### config.mk
export PLATFORM = sky130hd
export DESIGN_NAME = edge_pe
export DESIGN_NICKNAME = d
export VERILOG_FILES = /design/src/source/gcn_pkg.sv /design/src/source/edge_pe.sv
export VERILOG_INCLUDE_DIRS = /design/src /design/src/source
export SDC_FILE = /design/constraint.sdc
export NUM_CORES = 1
export LEC_CHECK = 0
export ABC_AREA = 1
export BUFFER_PORTS_ARGS = -buffer_cell sky130_fd_sc_hd__buf_2
export CORE_MARGIN = 10
export CORE_UTILIZATION = 35
export DETAILED_ROUTE_END_ITERATION = 6
export HOLD_SLACK_MARGIN = 0.02
export PLACE_DENSITY = 0.64
export SLEW_MARGIN = 0
export SYNTH_ARGS = -nofsm -noshare
export SYNTH_HDL_FRONTEND = slang
export SYNTH_SLANG_ARGS = --single-unit
export TNS_END_PERCENT = 50
### constraint.sdc
create_clock -name clk -period 2.3 [get_ports clk]
set_input_delay 0.115 -clock clk [delete_from_list [all_inputs] [get_ports clk]]
set_output_delay 0.115 -clock clk [all_outputs]
set_load 0.01 [all_outputs]
### src/source/gcn_consts.svh
// widths and sizes for the aggregation stage, included by the package and array-sizing RTL
`ifndef GCN_CONSTS_SVH
`define GCN_CONSTS_SVH

// number of edge processing elements
`define NUM_EDGE_PE 4

// node id width, also the table address width
`define NODE_ID_W 8

// neighbor count field of a neighbor-info word
`define NEIGH_CNT_W 4

// feature value and running sum width
`define FEAT_W 16

// pe tag width, log2 of the pe count
`define TAG_W 2

// entries in each memory table
`define MEM_DEPTH 256

`endif

### src/source/gcn_pkg.sv
// shared types of the aggregation stage, imported by every module that uses them
`include "gcn_consts.svh"

package gcn_pkg;

    typedef logic [`NODE_ID_W-1:0] node_id_t;

    // index of a pe, also the response tag
    typedef logic [`TAG_W-1:0] pe_tag_t;

    // feature value or neighbor sum
    typedef logic [`FEAT_W-1:0] feat_t;

    // bus request kinds, picks the memory channel
    typedef enum logic {
        REQ_NEIGHBOR = 1'b0,
        REQ_FEATURE  = 1'b1
    } req_type_t;

    // neighbors sit at consecutive ids base .. base + count - 1
    typedef struct packed {
        logic [`FEAT_W-`NEIGH_CNT_W-`NODE_ID_W-1:0] pad;
        logic [`NEIGH_CNT_W-1:0]                    count;
        node_id_t                                   base;
    } neigh_info_t;

    // one memory word, read as neighbor info or as a feature
    typedef union packed {
        neigh_info_t neigh;
        feat_t       feat;
    } mem_word_u;

endpackage

### src/source/edge_pe.sv
// edge pe, fetches a node's neighbor info then each neighbor feature and sums them
`timescale 1ns/1ps
`include "gcn_consts.svh"

module edge_pe import gcn_pkg::*; (
    input  logic      clk,
    input  logic      reset,
    input  pe_tag_t   pe_index,
    input  logic      start,
    input  node_id_t  start_node,
    output logic      busy,
    output logic      req,
    output req_type_t req_type,
    output node_id_t  req_node,
    input  logic      grant,
    input  logic      resp_valid,
    input  pe_tag_t   resp_tag,
    input  mem_word_u resp_word,
    output logic      done,
    output node_id_t  res_node,
    output feat_t     res_sum,
    input  logic      taken
);

    typedef enum logic [2:0] {
        s_idle,
        s_nb_req,
        s_nb_wait,
        s_fv_req,
        s_fv_wait,
        s_done
    } pe_state_t;

    pe_state_t               state;
    node_id_t                node_q;
    node_id_t                addr_q;
    logic [`NEIGH_CNT_W-1:0] remain_q;
    feat_t                   sum_q;
    logic                    resp_hit;

    // response bus is broadcast, tag picks the owner
    assign resp_hit = resp_valid && (resp_tag == pe_index);

    always_ff @(posedge clk) begin
        if (reset) begin
            state <= s_idle;
        end else begin
            case (state)
                s_idle: begin
                    if (start) begin
                        state <= s_nb_req;
                    end
                end
                // request level held until the grant pulse
                s_nb_req: begin
                    if (grant) begin
                        state <= s_nb_wait;
                    end
                end
                s_nb_wait: begin
                    if (resp_hit) begin
                        // isolated node, nothing to fetch
                        state <= (resp_word.neigh.count == '0) ? s_done : s_fv_req;
                    end
                end
                s_fv_req: begin
                    if (grant) begin
                        state <= s_fv_wait;
                    end
                end
                s_fv_wait: begin
                    if (resp_hit) begin
                        state <= (remain_q == 'd1) ? s_done : s_fv_req;
                    end
                end
                s_done: begin
                    if (taken) begin
                        state <= s_idle;
                    end
                end
                default: state <= s_idle;
            endcase
        end
    end

    // datapath, the fsm decides which fields are live
    always_ff @(posedge clk) begin
        case (state)
            s_idle: begin
                if (start) begin
                    node_q <= start_node;
                    sum_q  <= '0;
                end
            end
            s_nb_wait: begin
                if (resp_hit) begin
                    addr_q   <= resp_word.neigh.base;
                    remain_q <= resp_word.neigh.count;
                end
            end
            s_fv_wait: begin
                if (resp_hit) begin
                    // wraps at feat width
                    sum_q    <= sum_q + resp_word.feat;
                    addr_q   <= addr_q + 1'b1;
                    remain_q <= remain_q - 1'b1;
                end
            end
            default: begin
            end
        endcase
    end

    assign busy     = (state != s_idle);
    assign req      = (state == s_nb_req) || (state == s_fv_req);
    assign req_type = (state == s_fv_req) ? REQ_FEATURE : REQ_NEIGHBOR;
    // neighbor request asks for the node itself, feature request for the current neighbor
    assign req_node = (state == s_fv_req) ? addr_q : node_q;
    assign done     = (state == s_done);
    assign res_node = node_q;
    assign res_sum  = sum_q;

    // memory answers only to an outstanding request
    a_resp_when_waiting: assert property (
        @(posedge clk) disable iff (reset)
        resp_hit |-> (state == s_nb_wait || state == s_fv_wait)
    );

endmodule

==> impl_metrics.tcl <==
set metrics [dict create \
    die_h_um 109 \
    drt-vias-per-instance 4.66 \
    die_x_um 109 \
    power_switching_mw 1.35 \
    yosysMostFrequentCell "nand2_1" \
    place_area_mm2 0.00321 \
    synth_area_leaders "edfxtp_1 (39%), nand2_1 (17%), ha_1 (8.2%)" \
    grt_overflow 0 \
    initial_core_util_pct 35.7 \
    finalHoldViolCount 0 \
    pre_cts_slack_ns 0.428 \
    holdCritPathClass "in -> reg" \
    cp.required_ns 2.36 \
    sw_frac_of_total_pct 42.1 \
    cp_max_fo 4 \
    fin_ws_ns 0.426 \
    synthCells 370 \
    antenna_found_initial 0 \
    fin_cells 555 \
    holdWs_ns 0.0735 \
    die_area_mm2 0.0118 \
    ir_drop_uv 305 \
    synth-main-ff-cell "edfxtp_1" \
    drc 0 \
    fin_skew_ns 0.00389 \
    ios 70 \
    worstSetupPathType "reg -> reg" \
    internal_power_mw 1.86 \
    grt_first_pass_wirelength_mm 11.5 \
    first_iter_violations 157 \
    period_needed_ns 1.87 \
    synth_area_mm2 0.00274 \
    max_slew_margin_pct 56.9 \
    wl_mm 7.08 \
    p_comb_share_pct 47.3 \
    clk_path_buf_depth 2 \
    r2r_setup_slack_ns 0.43 \
    synth_top_area_cell "edfxtp_1" \
    syn_area_per_cell_um2 7.42 \
    fmax_mhz 534 \
    period_share_pct 81.5 \
    worstSetupEndpointType "register" \
    area_delta_synth_final_pct 23.8 \
    run_status "finished clean" \
    cts_buffers 5 \
    clk_pin_slew_worst_paths_ns 0.08 \
    core-area_mm2 0.00769 \
    fillers 803 \
    drt_pass1_iterations 5 \
    drv_cap 0 \
    ant_nets 0 \
    pwr-share-clk_pct 18.5 \
    multi_input_area_mm2 0.00136 \
    rsz0062_at_grt "no" \
    grt_usage_pct 12.1 \
    dpl.hpwl_mm 5.69 \
    p_total_mw 3.20 \
    final_core_util_pct 44.2 \
    gp_congestion 0.837 \
    drt-wirelength-per-cell_um 12.8 \
    cts_tree "built" \
    crit_top_cell "nand2_1" \
    drive_gt1_share_pct 20.1 \
    ys_seq_area_share_pct 41.6 \
    maxSlewViolCount 0 \
    h-tree-depth 2 \
    clock_latency_ns 0.30 \
    synth_cell_types 31 \
    grt_pass1_vias 2490 \
    synth_nets 423 \
    setup_viol 0 \
    place_inst 539 \
    p_per_area_mw_per_mm2 943 \
    portBuffers 69 \
    rows 32 \
    antenna_cells 0 \
    synth-edff-count 36 \
    p_leak_nw 1.75 \
    root_buffer "clkbuf_8" \
    clock-sinks 39 \
    slowest_delay_ns 0.41 \
    post_cts_resized 0 \
    layout.nets 505 \
    grt_max_degree 28 \
    pwr-share-seq_pct 34.2 \
    yosysTopAreaCellShare_pct 39.4 \
    path_cells "ha_1 > fa_1 > nand2_1 > nand2_1 > nand3b_1 > nand2_1 > nand2_1 > nand3_1 > nand2_1 > nor2_1" \
    critPathArrivalTime_ns 1.94 \
    yosys_warnings 0 \
    seq_area_mm2 0.00114 \
    vias 2584 \
    async_reset_ff_share_pct 0 \
    synthTopCellsByCount "nand2_1 (125), inv_1 (54), nor2_1 (39), edfxtp_1 (36), o21ai_0 (23)" \
    startpoint_type "register" \
    slowest_stage "fa_1" \
    design_area_mm2 0.00340 \
    tns_ns 0 \
    tightest_slew_ns 0.645 \
    yosys_register_bits 39 \
]
[path summary, 6_finish.rpt]
path | cells past startpoint | from | end
worst max register to register | 10 | res_sum[0] | res_sum[14]
worst min register to register | 4 | state[1] | state[1]
worst max-delay path | 10 | res_sum[0] | res_sum[14]
worst min-delay path | 4 | reset | state[1]
[worst max-delay path, delay by kind of cell (launching register included)]
family | cells | cell delay, ns
adder cells (fa/ha/maj) | 2 | 0.63
flip-flops | 1 | 0.39
AND/OR/NAND/NOR | 8 | 0.62
[power groups by stage]
stage / registers, mW / clock network (mW) / logic, mW
floorplan: 1.15 / 0 / 1.02
global placement: 1.11 / 0 / 1.49
detailed placement: 1.11 / 0 / 1.53
CTS: 1.10 / 0.602 / 1.55
global route: 1.12 / 0.632 / 1.75
finish: 1.10 / 0.593 / 1.51
[sequential cells by signal, indices dropped and copies added, names as in the netlist]
signal    cells
res_sum      16
remain_q      4
addr_q        8
res_node      8
state         3
[metal layers]
metal / part of all wire (%) / track usage [%] / vias to the layer above
met4: 1.6 / 3.11 / 0
met1: 45 / 15.4 / 1153
met2: 46 / 20.2 / 77
met3: 7.5 / 3.03 / 10
li1: - / - / 1344
met5: 0 / 0 / -
[what timing repair did]
| item | 4_1_cts | 5_1_grt |
|---|---|---|
| setup buffers | 0 | 0 |
| endpoints found under the hold margin | 8 | 0 |
| hold buffers | 8 | 0 |
[placed cells by master (no fill, tap or decap)]
cell type and count:
or2_1 1, nand2_4 1, nand2_2 2, inv_2 4, a21oi_2 1, buf_4 2
nor2_2 1, clkbuf_8 5, nand3_2 2, nor2_1 39, inv_6 1, or2_2 2
nor3b_1 2, a31oi_1 1, fa_1 1, nand2_1 125, ha_1 18, inv_1 54
nand3b_1 2, xnor2_1 4, nand3_1 13, bufinv_16 1, edfxtp_1 36, dfxtp_1 3
dlygate4sd3_1 8, a21oi_1 19, nor3_1 5, nand4_1 1, o21ai_0 23, o21ai_1 1
o22ai_1 1, buf_2 69, and2_1 1, clkinv_1 1, a21boi_0 1, xor2_1 2
[cell type report]
class / count / area share [%]
inverter: 58 / 6.41
clock buffer: 5 / 2.03
multi-input combinational: 269 / 40.0
sequential: 39 / 33.6
tap: 102 / 3.76
timing repair buffer: 79 / 13.0
clock inverter: 3 / 1.25
[cells by family (layout without fill, tap and decap cells)]
family | count (synthesis) | in the layout | share of synthesized area (%)
AO/OA/AOI/OAI | 47 | 47 | 8.89
flip-flops | 39 | 39 | 41.6
AND/OR/NAND/NOR | 197 | 197 | 29.8
adder cells (fa/ha/maj) | 19 | 19 | 8.94
buffers and inverters | 62 | 145 | 8.89
XOR/XNOR | 6 | 6 | 1.92
Note: power is estimated with default switching activity, not from simulation.
