==> config.mk <==
export PLATFORM = sky130hd
export DESIGN_NAME = node_dispatcher
export DESIGN_NICKNAME = d
export VERILOG_FILES = /design/src/source/gcn_pkg.sv /design/src/source/node_dispatcher.sv
export VERILOG_INCLUDE_DIRS = /design/src /design/src/source
export SDC_FILE = /design/constraint.sdc
export NUM_CORES = 1
export LEC_CHECK = 0
export ABC_AREA = 1
export BUFFER_PORTS_ARGS = -buffer_cell sky130_fd_sc_hd__buf_4
export CAP_MARGIN = 25
export CORE_AREA = 10 10 47 49
export DETAILED_ROUTE_END_ITERATION = 10
export DIE_AREA = 0 0 57 59
export SLEW_MARGIN = 20
export SYNTH_ARGS = -nofsm -noshare
export SYNTH_HDL_FRONTEND = slang
export SYNTH_SLANG_ARGS = --single-unit
==> constraint.sdc <==
create_clock -name clk -period 2.6 [get_ports clk]
set_input_delay 0.52 -clock clk [delete_from_list [all_inputs] [get_ports clk]]
set_output_delay 0.52 -clock clk [all_outputs]
set_load 0.02 [all_outputs]
==> src/source/gcn_consts.svh <==
// widths and sizes for the aggregation stage, included by the package and array-sizing RTL
`ifndef GCN_CONSTS_SVH
`define GCN_CONSTS_SVH

// number of edge processing elements
`define NUM_EDGE_PE 4

// node id width, also the table address width
`define NODE_ID_W 8

// neighbor count field of a neighbor-info word
`define NEIGH_CNT_W 4

// feature value and running sum width
`define FEAT_W 16

// pe tag width, log2 of the pe count
`define TAG_W 2

// entries in each memory table
`define MEM_DEPTH 256

`endif

==> src/source/gcn_pkg.sv <==
// shared types of the aggregation stage, imported by every module that uses them
`include "gcn_consts.svh"

package gcn_pkg;

    typedef logic [`NODE_ID_W-1:0] node_id_t;

    // index of a pe, also the response tag
    typedef logic [`TAG_W-1:0] pe_tag_t;

    // feature value or neighbor sum
    typedef logic [`FEAT_W-1:0] feat_t;

    // bus request kinds, picks the memory channel
    typedef enum logic {
        REQ_NEIGHBOR = 1'b0,
        REQ_FEATURE  = 1'b1
    } req_type_t;

    // neighbors sit at consecutive ids base .. base + count - 1
    typedef struct packed {
        logic [`FEAT_W-`NEIGH_CNT_W-`NODE_ID_W-1:0] pad;
        logic [`NEIGH_CNT_W-1:0]                    count;
        node_id_t                                   base;
    } neigh_info_t;

    // one memory word, read as neighbor info or as a feature
    typedef union packed {
        neigh_info_t neigh;
        feat_t       feat;
    } mem_word_u;

endpackage

==> src/source/node_dispatcher.sv <==
// node dispatcher, accepts streamed node ids and starts the lowest-index idle pe
`timescale 1ns/1ps
`include "gcn_consts.svh"

module node_dispatcher import gcn_pkg::*; (
    input  logic                    clk,
    input  logic                    reset,
    input  logic                    node_valid,
    input  node_id_t                node_id,
    output logic                    node_ready,
    input  logic [`NUM_EDGE_PE-1:0] pe_busy,
    output logic [`NUM_EDGE_PE-1:0] pe_start,
    output node_id_t                pe_node
);

    logic [`NUM_EDGE_PE-1:0] avail;
    logic [`NUM_EDGE_PE-1:0] pick;
    logic                    accept;

    // a pe started this cycle still reads not busy, so the start pulse reserves it
    assign avail      = ~pe_busy & ~pe_start;
    assign node_ready = |avail;

    // strobes while not ready are dropped
    assign accept = node_valid && node_ready;

    // lowest index idle pe wins
    always_comb begin
        logic found;
        pick  = '0;
        found = 1'b0;
        for (int i = 0; i < `NUM_EDGE_PE; i++) begin
            if (!found && avail[i]) begin
                pick[i] = 1'b1;
                found   = 1'b1;
            end
        end
    end

    // start pulse lands one cycle after the strobe
    always_ff @(posedge clk) begin
        if (reset) begin
            pe_start <= '0;
        end else begin
            pe_start <= accept ? pick : '0;
        end
    end

    // node id shared by all pes, only the started one latches it
    always_ff @(posedge clk) begin
        if (accept) begin
            pe_node <= node_id;
        end
    end

    a_no_strobe_when_full: assert property (
        @(posedge clk) disable iff (reset) node_valid |-> node_ready
    );

endmodule

==> results.txt, run 1 <==
During placement, the flow inserted port buffers numbering 27. STA classifies the critical path startpoint as a flip-flop. The final hold slack is 0.436 ns.

The setup TNS is 0 ns. Counting flops and latches in the post-synthesis netlist gives 12. The total number of yosys warnings came out at 0. Ranked by total cell area, the synthesized netlist is headed by sky130_fd_sc_hd__edfxtp_1, sky130_fd_sc_hd__dfxtp_1, sky130_fd_sc_hd__nor2_2, sky130_fd_sc_hd__inv_1, sky130_fd_sc_hd__nor2_1. After detailed routing, the number of remaining DRC violations is 0. In this run, post-CTS repair resized a total of 0 instances. The number of filler cells placed in the layout came out at 145. The clock insertion delay at the later pin of the skew report came out at 0.26 ns.

The arrival time at the worst endpoint is 1.08 ns. The per-cell routed wire length came out at 13.9 um. The clock root buffer master is sky130_fd_sc_hd__clkbuf_4. The top cell type's share of synthesized area came out at 57.0%. The total global routing overflow is 0. In this run the static leakage power is 0.315 nW.

The initial antenna violation count came out at 0. The remaining antenna violation count after routing is 0. The met2 layer usage reported by global route came out at 7.44%. The count of max-cap constraint violations came out at 0. The number of global-route vias before repair came to 371. No sink is reached through more buffers than the 2 on the longest clock path.

The run finished with clean final reports. The sequential cell area fraction in the yosys report is 76.0%. The global-route wire length before repair came out at 1690 um. For the final database, setup skew stands at 0.000960 ns. The H-tree depth came out at 1. In this run the worst setup path begins at pe_start[0].

The number of search-and-repair iterations in the first detailed-routing pass is 2. The per-cell via count in the routed design came out at 4.33. The final cell count without fillers is 78. The number of cells on the worst reg-to-reg path came out at 4. The minimum period implied by the final worst setup slack came out at 1.60 ns. The fraction of layout instances using a drive strength above 1 is 59.7%. The post-layout net count came out at 79. The layer flagged by global routing as most heavily used is met1. The number of placed cells counting well taps is 75.

Clock-pin slew was measured on the worst setup and hold paths at 0.06 ns. The initial utilization of the core area, before any placement, comes to 30.1%. The final weighted congestion in routability-driven placement came out at 0.686. The number of hold violations in the final report is 0.

The core region is 0.00140 mm^2. In this run, the number of DRC markers left after iteration 0 of detailed routing was 1. The CTS tree is yes. Detailed placement finished with a half-perimeter wire length of 936 um. The number of antenna repair diodes came out at 0. Setup violations remaining at the end of the flow were counted as 0. The critical path required time came out at 2.08 ns. The critical setup path kind is reg -> out. The unique cell type count in the Yosys netlist came out at 12.

In this run the worst path has a maximum fanout of 4. The number of rows in the core area came out at 14. The number of clock buffers added by TritonCTS is 3. The floorplan step defined a die boundary enclosing 0.00336 mm^2. The final-report max-slew violation count is 0.

For this design, the sink count on the clock tree is 12. The die height is 59 um. After clock tree synthesis, the flow added hold-fix buffers numbering 0. In this run the critical register-to-register path is launched from pe_start[3]. During I/O placement, the number of pins put on the boundary was 28. The global routing usage on met1 is 8.18%.

The synthesized design spends more area on one cell type than any other, namely sky130_fd_sc_hd__edfxtp_1. Setup repair after global routing left no endpoint under its margin. The total nets after synthesis came out at 46. Entering global routing, the biggest net connects 9 pins.

The number of setup buffers added after CTS is 0. The mapped cell area came out at 422 um^2. The worst setup path is captured at an output pin. The transition time at the pin with the least slew margin is 0.165 ns. Global routing used 6.67% of the available tracks. The remaining max-slew budget at the tightest pin came out at 89.0%.

For this run, global-route usage on met3 was measured as 4.94%. The sum of routed wire length over all layers came out at 1090 um. The ratio of final minimum period to clock period is 61.4%.

The most critical setup path has its endpoint at node_ready. The horizontal die dimension is 57 um. The vias after detailed routing is 338.

The register-to-register setup slack came out at 1.41 ns. The worst-case IR drop observed on VDD is 0.202 mV. Synthesis produced a netlist whose cell count is 31. The endpoint of the lowest-slack register-to-register path is pe_node[3]. The min-delay analysis places its worst path in the category in -> reg.

The cell area power density came out at 563 mW/mm^2. From synthesis to final layout, the design area changed by 59.9%. The synthesized area per cell is 13.6 um^2. The maximum operating frequency came out at 626 MHz.
state kept, by name, indices dropped and copies added (netlist names):
register	count
pe_node	8
pe_start	4
power breakdown:
part	total, mW	internal [mW]	switching, mW
Sequential	0.217	0.214	0.00294
Combinational	0.0599	0.0303	0.0295
Clock	0.103	0.0533	0.0497
placed cells by master (no fill, tap or decap):
cell / count
sky130_fd_sc_hd__inv_1: 4
sky130_fd_sc_hd__nand2_1: 1
sky130_fd_sc_hd__buf_4: 28
sky130_fd_sc_hd__edfxtp_1: 8
sky130_fd_sc_hd__nand3b_1: 1
sky130_fd_sc_hd__nand4_1: 1
sky130_fd_sc_hd__clkbuf_4: 3
sky130_fd_sc_hd__dfxtp_1: 4
sky130_fd_sc_hd__nand2_2: 1
sky130_fd_sc_hd__nor2_2: 4
sky130_fd_sc_hd__a21boi_0: 1
sky130_fd_sc_hd__nor2_1: 4
sky130_fd_sc_hd__nand3_1: 1
sky130_fd_sc_hd__nand3_2: 1
cell type report:
| class | count | area [um^2] | share of cell area, % |
|---|---|---|---|
| Sequential cell | 12 | 320 | 47.5 |
| Timing Repair Buffer | 28 | 210 | 31.2 |
| Multi-Input combinational cell | 15 | 86.3 | 12.8 |
| Clock buffer | 3 | 22.5 | 3.34 |
| Tap cell | 16 | 20.0 | 2.97 |
| Inverter | 4 | 15.0 | 2.23 |
synth_stat cells:
| library cell | number |
|---|---|
| sky130_fd_sc_hd__a21boi_0 | 1 |
| sky130_fd_sc_hd__dfxtp_1 | 4 |
| sky130_fd_sc_hd__edfxtp_1 | 8 |
| sky130_fd_sc_hd__inv_1 | 4 |
| sky130_fd_sc_hd__nand2_1 | 1 |
| sky130_fd_sc_hd__nand2_2 | 1 |
| sky130_fd_sc_hd__nand3_1 | 1 |
| sky130_fd_sc_hd__nand3_2 | 1 |
| sky130_fd_sc_hd__nand3b_1 | 1 |
| sky130_fd_sc_hd__nand4_1 | 1 |
| sky130_fd_sc_hd__nor2_1 | 4 |
| sky130_fd_sc_hd__nor2_2 | 4 |
metrics by stage:
step | setup slack (ns) | power, mW | instance area (um^2) | util [%]
final | 1.00 | 0.380 | 674 | 48.1
after floorplan | 0.835 | 0.246 | 422 | -
after global routing | 0.896 | 0.399 | 674 | 48.1
after global placement | 1.02 | 0.281 | 652 | 46.5
after CTS | 0.979 | 0.388 | 674 | 48.1
after detailed placement | 1.02 | 0.282 | 652 | 46.5
layer usage:
metal  routed length, um  up-vias
li1                    -      168
met1                 536      142
met2                 390       28
met3                 160        0
met4                   0        0
met5                   0        -
critical path: stages (launching register included):
cell	delay (ns)
sky130_fd_sc_hd__dfxtp_1	0.35
sky130_fd_sc_hd__nor2_2	0.06
sky130_fd_sc_hd__nor2_2	0.17
sky130_fd_sc_hd__nand2_2	0.08
sky130_fd_sc_hd__buf_4	0.16
worst min path at each step:
stage,cells after the start,start,end,slack (ns)
floorplan,0,node_id[0],pe_node[0],0.62
finish,1,node_id[5],pe_node[5],0.44
global route,1,node_id[5],pe_node[5],0.42
CTS,1,node_id[5],pe_node[5],0.42
detailed placement,3,pe_start[2],pe_start[2],0.51
global placement,3,pe_start[2],pe_start[2],0.53
cells by family after synthesis:
| kind of cell | share of synthesized area [%] |
|---|---|
| AO/OA/AOI/OAI | 1.78 |
| AND/OR/NAND/NOR | 18.7 |
| buffers and inverters | 3.56 |
| flip-flops | 76.0 |
Note: power is estimated with default switching activity, not from simulation.
==> run 2, diff against run 1 <==
ABC_AREA = 0   (was 1)
clock period = 1.43 ns   (was 2.6 ns; I/O delays follow)
==> results.txt, run 2 <==
The run finished, with violations left. The checks that failed: setup timing. The total global routing overflow came out at 0. The largest registers in the layout are pe_node x8, pe_start x4.

The net count of the finished layout is 76. Yosys attributes the largest share of cell area to sky130_fd_sc_hd__edfxtp_1, sky130_fd_sc_hd__dfxtp_1, sky130_fd_sc_hd__nor4b_1, sky130_fd_sc_hd__nor2_1, sky130_fd_sc_hd__o31a_2. The setup-violating endpoint count in the final report is 1. The starting density of the core came out at 28.0%. The final standard cell utilization of the core is 50.6%. The number of ports placed on the die boundary came out at 28.

Setup repair after global routing could not meet its margin everywhere. The post-synthesis async set-or-reset flop share came out at 0%. The maximum fanout along the worst path came out at 2.

Traced cell by cell, the critical path runs through nor2_2 > or3_1 > buf_6. The total nets after synthesis is 39. The total routing usage reported by global routing came out at 7.05%. The worst setup path is captured at an output pin. The post-synthesis to final-layout area growth came out at 80.6%. The most frequent cell after synthesis is sky130_fd_sc_hd__edfxtp_1.

The number of global-route vias before repair came out at 377. The remaining antenna violation count after routing came out at 0. sky130_fd_sc_hd__edfxtp_1 takes more of the synthesized area than any other cell.

Synthesis instantiated 10 different standard cells from the library. In this run the critical register-to-register path is captured at pe_node[3]. After clock tree synthesis, the clock-pin slew on the worst setup and hold paths is 0.07 ns.

The worst hold path begins at pe_busy[0]. The highest cell delay on the worst timing path came out at 0.38 ns. The min-delay analysis places its worst path in the category in -> reg.

Yosys mapped a number of flops with a built-in enable equal to 8. The cell area power density came out at 1070 mW/mm^2. The slowest stage cell on the critical path is sky130_fd_sc_hd__or3_1. The arrival time at the worst endpoint came out at 1.16 ns. The library cell used most frequently in the layout, excluding fill and tap cells, is sky130_fd_sc_hd__buf_4. The number of antenna repair diodes came out at 0. The number of DRC markers after the initial detailed-route iteration is 3.

The synthesized area per cell is 16.4 um^2. Summed over its instances, the top area cell type makes up 61.1% of the synthesized netlist area. The post-route clock skew came out at 0.00323 ns.

No sink is reached through more buffers than the 2 on the longest clock path. Dividing the detail-routed wire length by the instance count gives 15.2 um. Setup slack on the worst reg-to-reg path comes out at 0.30 ns.

The mapped cell area is 393 um^2. The leakage power total is 0.316 nW. For this run, design rule violations remaining after detail routing come to 0.

The number of flip-flops in the largest register came out at 8. The sequential cell area fraction in the yosys report is 81.5%. The worst supply voltage drop on vdd came out at 0.348 mV. The die footprint came out at 0.00336 mm^2. The remaining max-slew budget at the tightest pin came out at 83.5%. Counting cells, the worst reg-to-reg path comes to 3.

The initialized floorplan defines 14 standard-cell rows. The final-report max-slew violation count came out at 0. The clock root buffer master is sky130_fd_sc_hd__clkbuf_4. At the end of routability-driven placement, the weighted congestion stood at 0.668.

The H-tree depth came out at 1. The number of filler cells placed in the layout is 136. For hold timing, the worst endpoint is pe_start[0]. The fraction of layout instances using a drive strength above 1 is 73.3%.

Detailed routing inserted a total of 339 vias. The clock insertion delay at the later pin of the skew report came out at 0.26 ns. The count of max-cap constraint violations is 0. After layout, the worst path uses 101% of the clock period. The post-synthesis register bit count is 12. The top cell types in the final layout, fill and taps aside, are sky130_fd_sc_hd__buf_4, sky130_fd_sc_hd__edfxtp_1, sky130_fd_sc_hd__dfxtp_2, sky130_fd_sc_hd__clkbuf_4. The depth of the worst hold-timing path is 2. The main flop type after synthesis is sky130_fd_sc_hd__edfxtp_1. The critical path required time came out at 1.14 ns.

The maximum operating frequency came out at 692 MHz. The total number of yosys warnings is 0. The die is 57 um wide. The kind of start point of the critical path is a flip-flop. Synthesis produced 24 cells. The CTS tree is yes. The number of buffers inserted for hold repair after clock tree synthesis is 0. The total number of clock tree sinks came out at 12. Sorting the synthesized cells by how often they occur yields sky130_fd_sc_hd__edfxtp_1, sky130_fd_sc_hd__dfxtp_1, sky130_fd_sc_hd__nor2_1. The per-cell via count in the routed design is 4.46. Ranked by flip-flop count, first place goes to pe_node. The number of search-and-repair iterations in the first detailed-routing pass is 4. The global-route wire length before repair came out at 1780 um. The number of hold violations in the final report is 0.

Entering global routing, the biggest net connects 9 pins. The minimum period implied by the final worst setup slack is 1.44 ns. The startpoint of the lowest-slack register-to-register path is pe_start[3]. The floorplan step defined a core boundary enclosing 0.00140 mm^2. The total clock buffers created by CTS is 3. The number of input and output port buffers inserted is 27. At the pin with the least slew margin, the transition time is 0.243 ns. The sum of routed wire length over all layers is 1150 um. In this run the vertical extent of the chip is 59 um. The critical setup path kind is reg -> out. After routing, the total negative slack on setup checks comes to -0.0146 ns. The initial antenna violation count came out at 0.

The final worst setup slack is -0.0146 ns.
run 2: stage by stage:
step                instance area [um^2]  total power [mW]  worst slack [ns]  hold WS [ns]  std cells
finish                               709             0.757           -0.0146         0.188         76
global route                         709             0.791           -0.0675         0.182         76
CTS                                  702             0.768           -0.0289         0.177         75
detailed placement                   616             0.503             0.136         0.435         67
global placement                     616             0.503             0.133         0.443         67
floorplan                            393             0.442            0.0796         0.365         24
run 2: cell type report:
type	instances	area, um^2	area share, %
timing repair buffer	32	244	34.4
tap	16	20.0	2.82
multi-input combinational	12	83.8	11.8
sequential	12	325	45.9
clock buffer	4	36.3	5.11
run 2: cells by family (layout without fill, tap and decap cells):
logic type | count (synthesis) | count (layout) | share of synthesized area [%]
AO/OA/AOI/OAI | 2 | 2 | 4.14
AND/OR/NAND/NOR | 10 | 10 | 14.3
flip-flops | 12 | 12 | 81.5
buffers and inverters | 0 | 36 | 0
run 2: how the worst max path moves through the flow:
stage,end,startpoint,cells past startpoint
2_1_floorplan,node_ready,pe_start[1],2
3_3_place_gp,node_ready,pe_busy[2],4
6_report,node_ready,pe_start[3],3
3_5_place_dp,node_ready,pe_busy[2],4
5_1_grt,node_ready,pe_start[0],3
4_1_cts,node_ready,pe_start[3],3
run 2: metal layers:
metal	global-route usage [%]	vias to the layer above	wire [um]
li1	-	164	-
met1	7.40	147	495
met2	8.99	28	424
met3	6.65	0	235
met4	4.03	0	0
met5	0	-	0
run 2: repair_timing:
action                     4_1_cts  5_1_grt
setup endpoints to repair        1        1
pin swaps                        2        0
gates resized for setup          8        0
buffers inserted                 4        1
run 2: critical path: cells and delay by family (launching register included):
family	cells	cell delay (ns)
and+or+nand+nor	2	0.42
DFF	1	0.34
buffers and inverters	1	0.14
run 2: report_power, final:
group          switching (mW)  total (mW)  internal, mW
Sequential            0.00549       0.395         0.389
Clock                  0.0976       0.252         0.154
Combinational          0.0514       0.110        0.0590
==> run 3, diff against run 2 <==
==> constraint.sdc (replaced) <==
create_clock -name clk -period 1.43 [get_ports clk]
set_input_delay 0.143 -clock clk [delete_from_list [all_inputs] [get_ports clk]]
set_output_delay 0.143 -clock clk [all_outputs]
set_load 0.02 [all_outputs]
==> results.txt, run 3 (synthesis gave the netlist of run 2 again) <==
The number of input and output port buffers inserted came out at 27. The vias after detailed routing is 316. The arrival time at the worst endpoint came out at 1.22 ns.

The number of cells on the worst reg-to-reg path came out at 2. The largest registers in the layout are pe_node x8, pe_start x4. The depth of the worst hold-timing path is 2. The number of buffers and inverters on the critical path is 1. The number of search-and-repair iterations in the first detailed-routing pass is 2. Buffers inserted during clock tree synthesis total 3. CTS saw 12 sinks. In the global route stage, overall resource usage came out at 7.33%. The class of the most critical hold timing path is in -> reg. The clock root buffer master is sky130_fd_sc_hd__clkbuf_4. The worst setup path is captured at an output pin.

The final weighted congestion in routability-driven placement came out at 0.622. After detailed routing, the number of remaining DRC violations is 0. The post-route netlist has 67.3% of its cells at a drive strength greater than 1. The register with the most flip-flops in the layout has 8 of them. The remaining max-slew budget at the tightest pin is 85.1%. Setup repair after global routing left no endpoint under its margin. The per-cell via count in the routed design is 4.45. The total global routing overflow came out at 0. Dividing the detail-routed wire length by the instance count gives 16.4 um. The post-synthesis to final-layout area growth is 66.9%. At the pin with the least slew margin, the transition time is 0.221 ns. The starting density of the core came out at 28.0%. The critical path required time is 1.29 ns. Walking the worst path, the cells encountered are o22ai_2 > or3_1 > buf_4.

The hold path startpoint is pe_busy[0]. The floorplan step defined a die boundary enclosing 0.00336 mm^2. The leakage power total came out at 0.281 nW. The remaining antenna violation count after routing is 0. The maximum number of pins on one net before global-route repair is 9.

For the final routed database, the setup TNS stands at 0 ns. Setup violations remaining at the end of the flow were counted as 0. The count of max-cap constraint violations came out at 0. In the layout the commonest cells are sky130_fd_sc_hd__buf_4, sky130_fd_sc_hd__edfxtp_1, sky130_fd_sc_hd__dfxtp_2, sky130_fd_sc_hd__nor2_1, sky130_fd_sc_hd__clkbuf_4. The H-tree depth is 1. The number of hold violations in the final report came to 0. The clock insertion delay at the later pin of the skew report came out at 0.26 ns. The number of rows in the core area came out at 14. The CTS tree is yes. In this run, placement finished with an instance count of 67. The number of global-route vias before repair came out at 348. The sum of routed wire length over all layers is 1170 um. After floorplanning, the core was sized to cover 0.00140 mm^2. Counting along the longest clock path gives a buffer depth of 2.

The cell family contributing the most delay on the critical path is flip-flops. The final cell count without fillers is 71. The run finished with clean final reports. The ratio of final minimum period to clock period came out at 95.0%.

The global-route wire length before repair came out at 1870 um. The number of ports placed on the die boundary is 28. The cell area power density came out at 1080 mW/mm^2. The repair_antennas step left the layout with diodes totalling 0. The final-report max-slew violation count came out at 0. pe_node holds more flip-flops than any other register. Leaving out fill and tap cells, the most frequent cell in the layout is sky130_fd_sc_hd__buf_4. The number of filler cells placed in the layout came out at 143. The number of setup buffers added after CTS came out at 0. The maximum operating frequency is 736 MHz. The worst hold path terminates at pe_start[0].

Setup slack on the worst reg-to-reg path comes out at 0.28 ns. In this run the critical register-to-register path is captured at pe_node[7]. The critical path is of the reg -> out type. STA classifies the critical path startpoint as a flip-flop. The horizontal die dimension is 57 um. The initial antenna violation count came to 0.

The net count of the finished layout is 71. The largest single stage delay on the critical path is 0.36 ns. The post-route clock skew is 0.00266 ns.

The minimum period implied by the final worst setup slack is 1.36 ns. The die height came out at 59 um. The number of DRC markers after the initial detailed-route iteration came out at 1. Among all stages on the critical path, the largest delay is contributed by sky130_fd_sc_hd__dfxtp_2. The register clock-pin slew on the reported worst setup and hold paths came out at 0.07 ns.

Detailed placement finished with a half-perimeter wire length of 936 um. VDD sags by at most 0.615 mV. In this run the critical register-to-register path is launched from pe_start[1]. The maximum fanout along the worst path came out at 4.
==> run 3: changes by cell type in the layout (fill, tap and decap cells not counted), sizes merged <==
cell and delta:
buf -5
==> run 3: timing repair <==
| action | 4_1_cts | 5_1_grt |
|---|---|---|
| hold buffers | 0 | 0 |
| gates resized for setup | 2 | 4 |
| endpoints found under the setup margin | 1 | 1 |
| pin swaps | 1 | 0 |
==> run 3: stage by stage <==
step                      setup slack [ns]  power [mW]  cell area, um^2  hold slack (ns)  util (%)
after floorplan                      0.155       0.442              393            0.222         -
after global placement               0.278       0.504              616            0.324      43.9
after detailed placement             0.258       0.505              616            0.322      43.9
after CTS                           0.0232       0.713              644           0.0406      46.0
after global routing               0.00230       0.755              656           0.0244      46.8
final                               0.0710       0.706              656           0.0495      46.8
==> run 3: worst max path at each step <==
stage / slack, ns / to / startpoint / depth (start not counted)
finish: 0.07 / node_ready / pe_start[1] / 3
global route: 0.002 / node_ready / pe_start[1] / 3
CTS: 0.02 / node_ready / pe_start[0] / 3
detailed placement: 0.26 / pe_node[7] / pe_start[1] / 2
global placement: 0.28 / pe_node[5] / pe_start[1] / 2
floorplan: 0.16 / pe_node[0] / pe_start[1] / 2
==> run 3: worst register-to-register path, delay by kind of cell, from the launching register on <==
family          cells  cell delay [ns]
compound gates      2             0.53
flops               1             0.36
==> run 3: routing by layer <==
layer	track usage [%]	wire, um
met2	8.37	422
met1	7.93	496
met3	7.30	246
met4	5.03	0
met5	0	0
==> run 3: report_power, final <==
group	internal (mW)	total, mW	switching (mW)
sequential	0.389	0.396	0.00653
clock	0.108	0.206	0.0982
combinational	0.0531	0.104	0.0505
==> run 3: cell type report <==
class	count	area [um^2]	area share [%]
multi-input combinational	12	81.3	12.4
sequential	12	325	49.6
tap	16	20.0	3.05
timing repair buffer	27	203	30.9
clock buffer	4	26.3	4.01
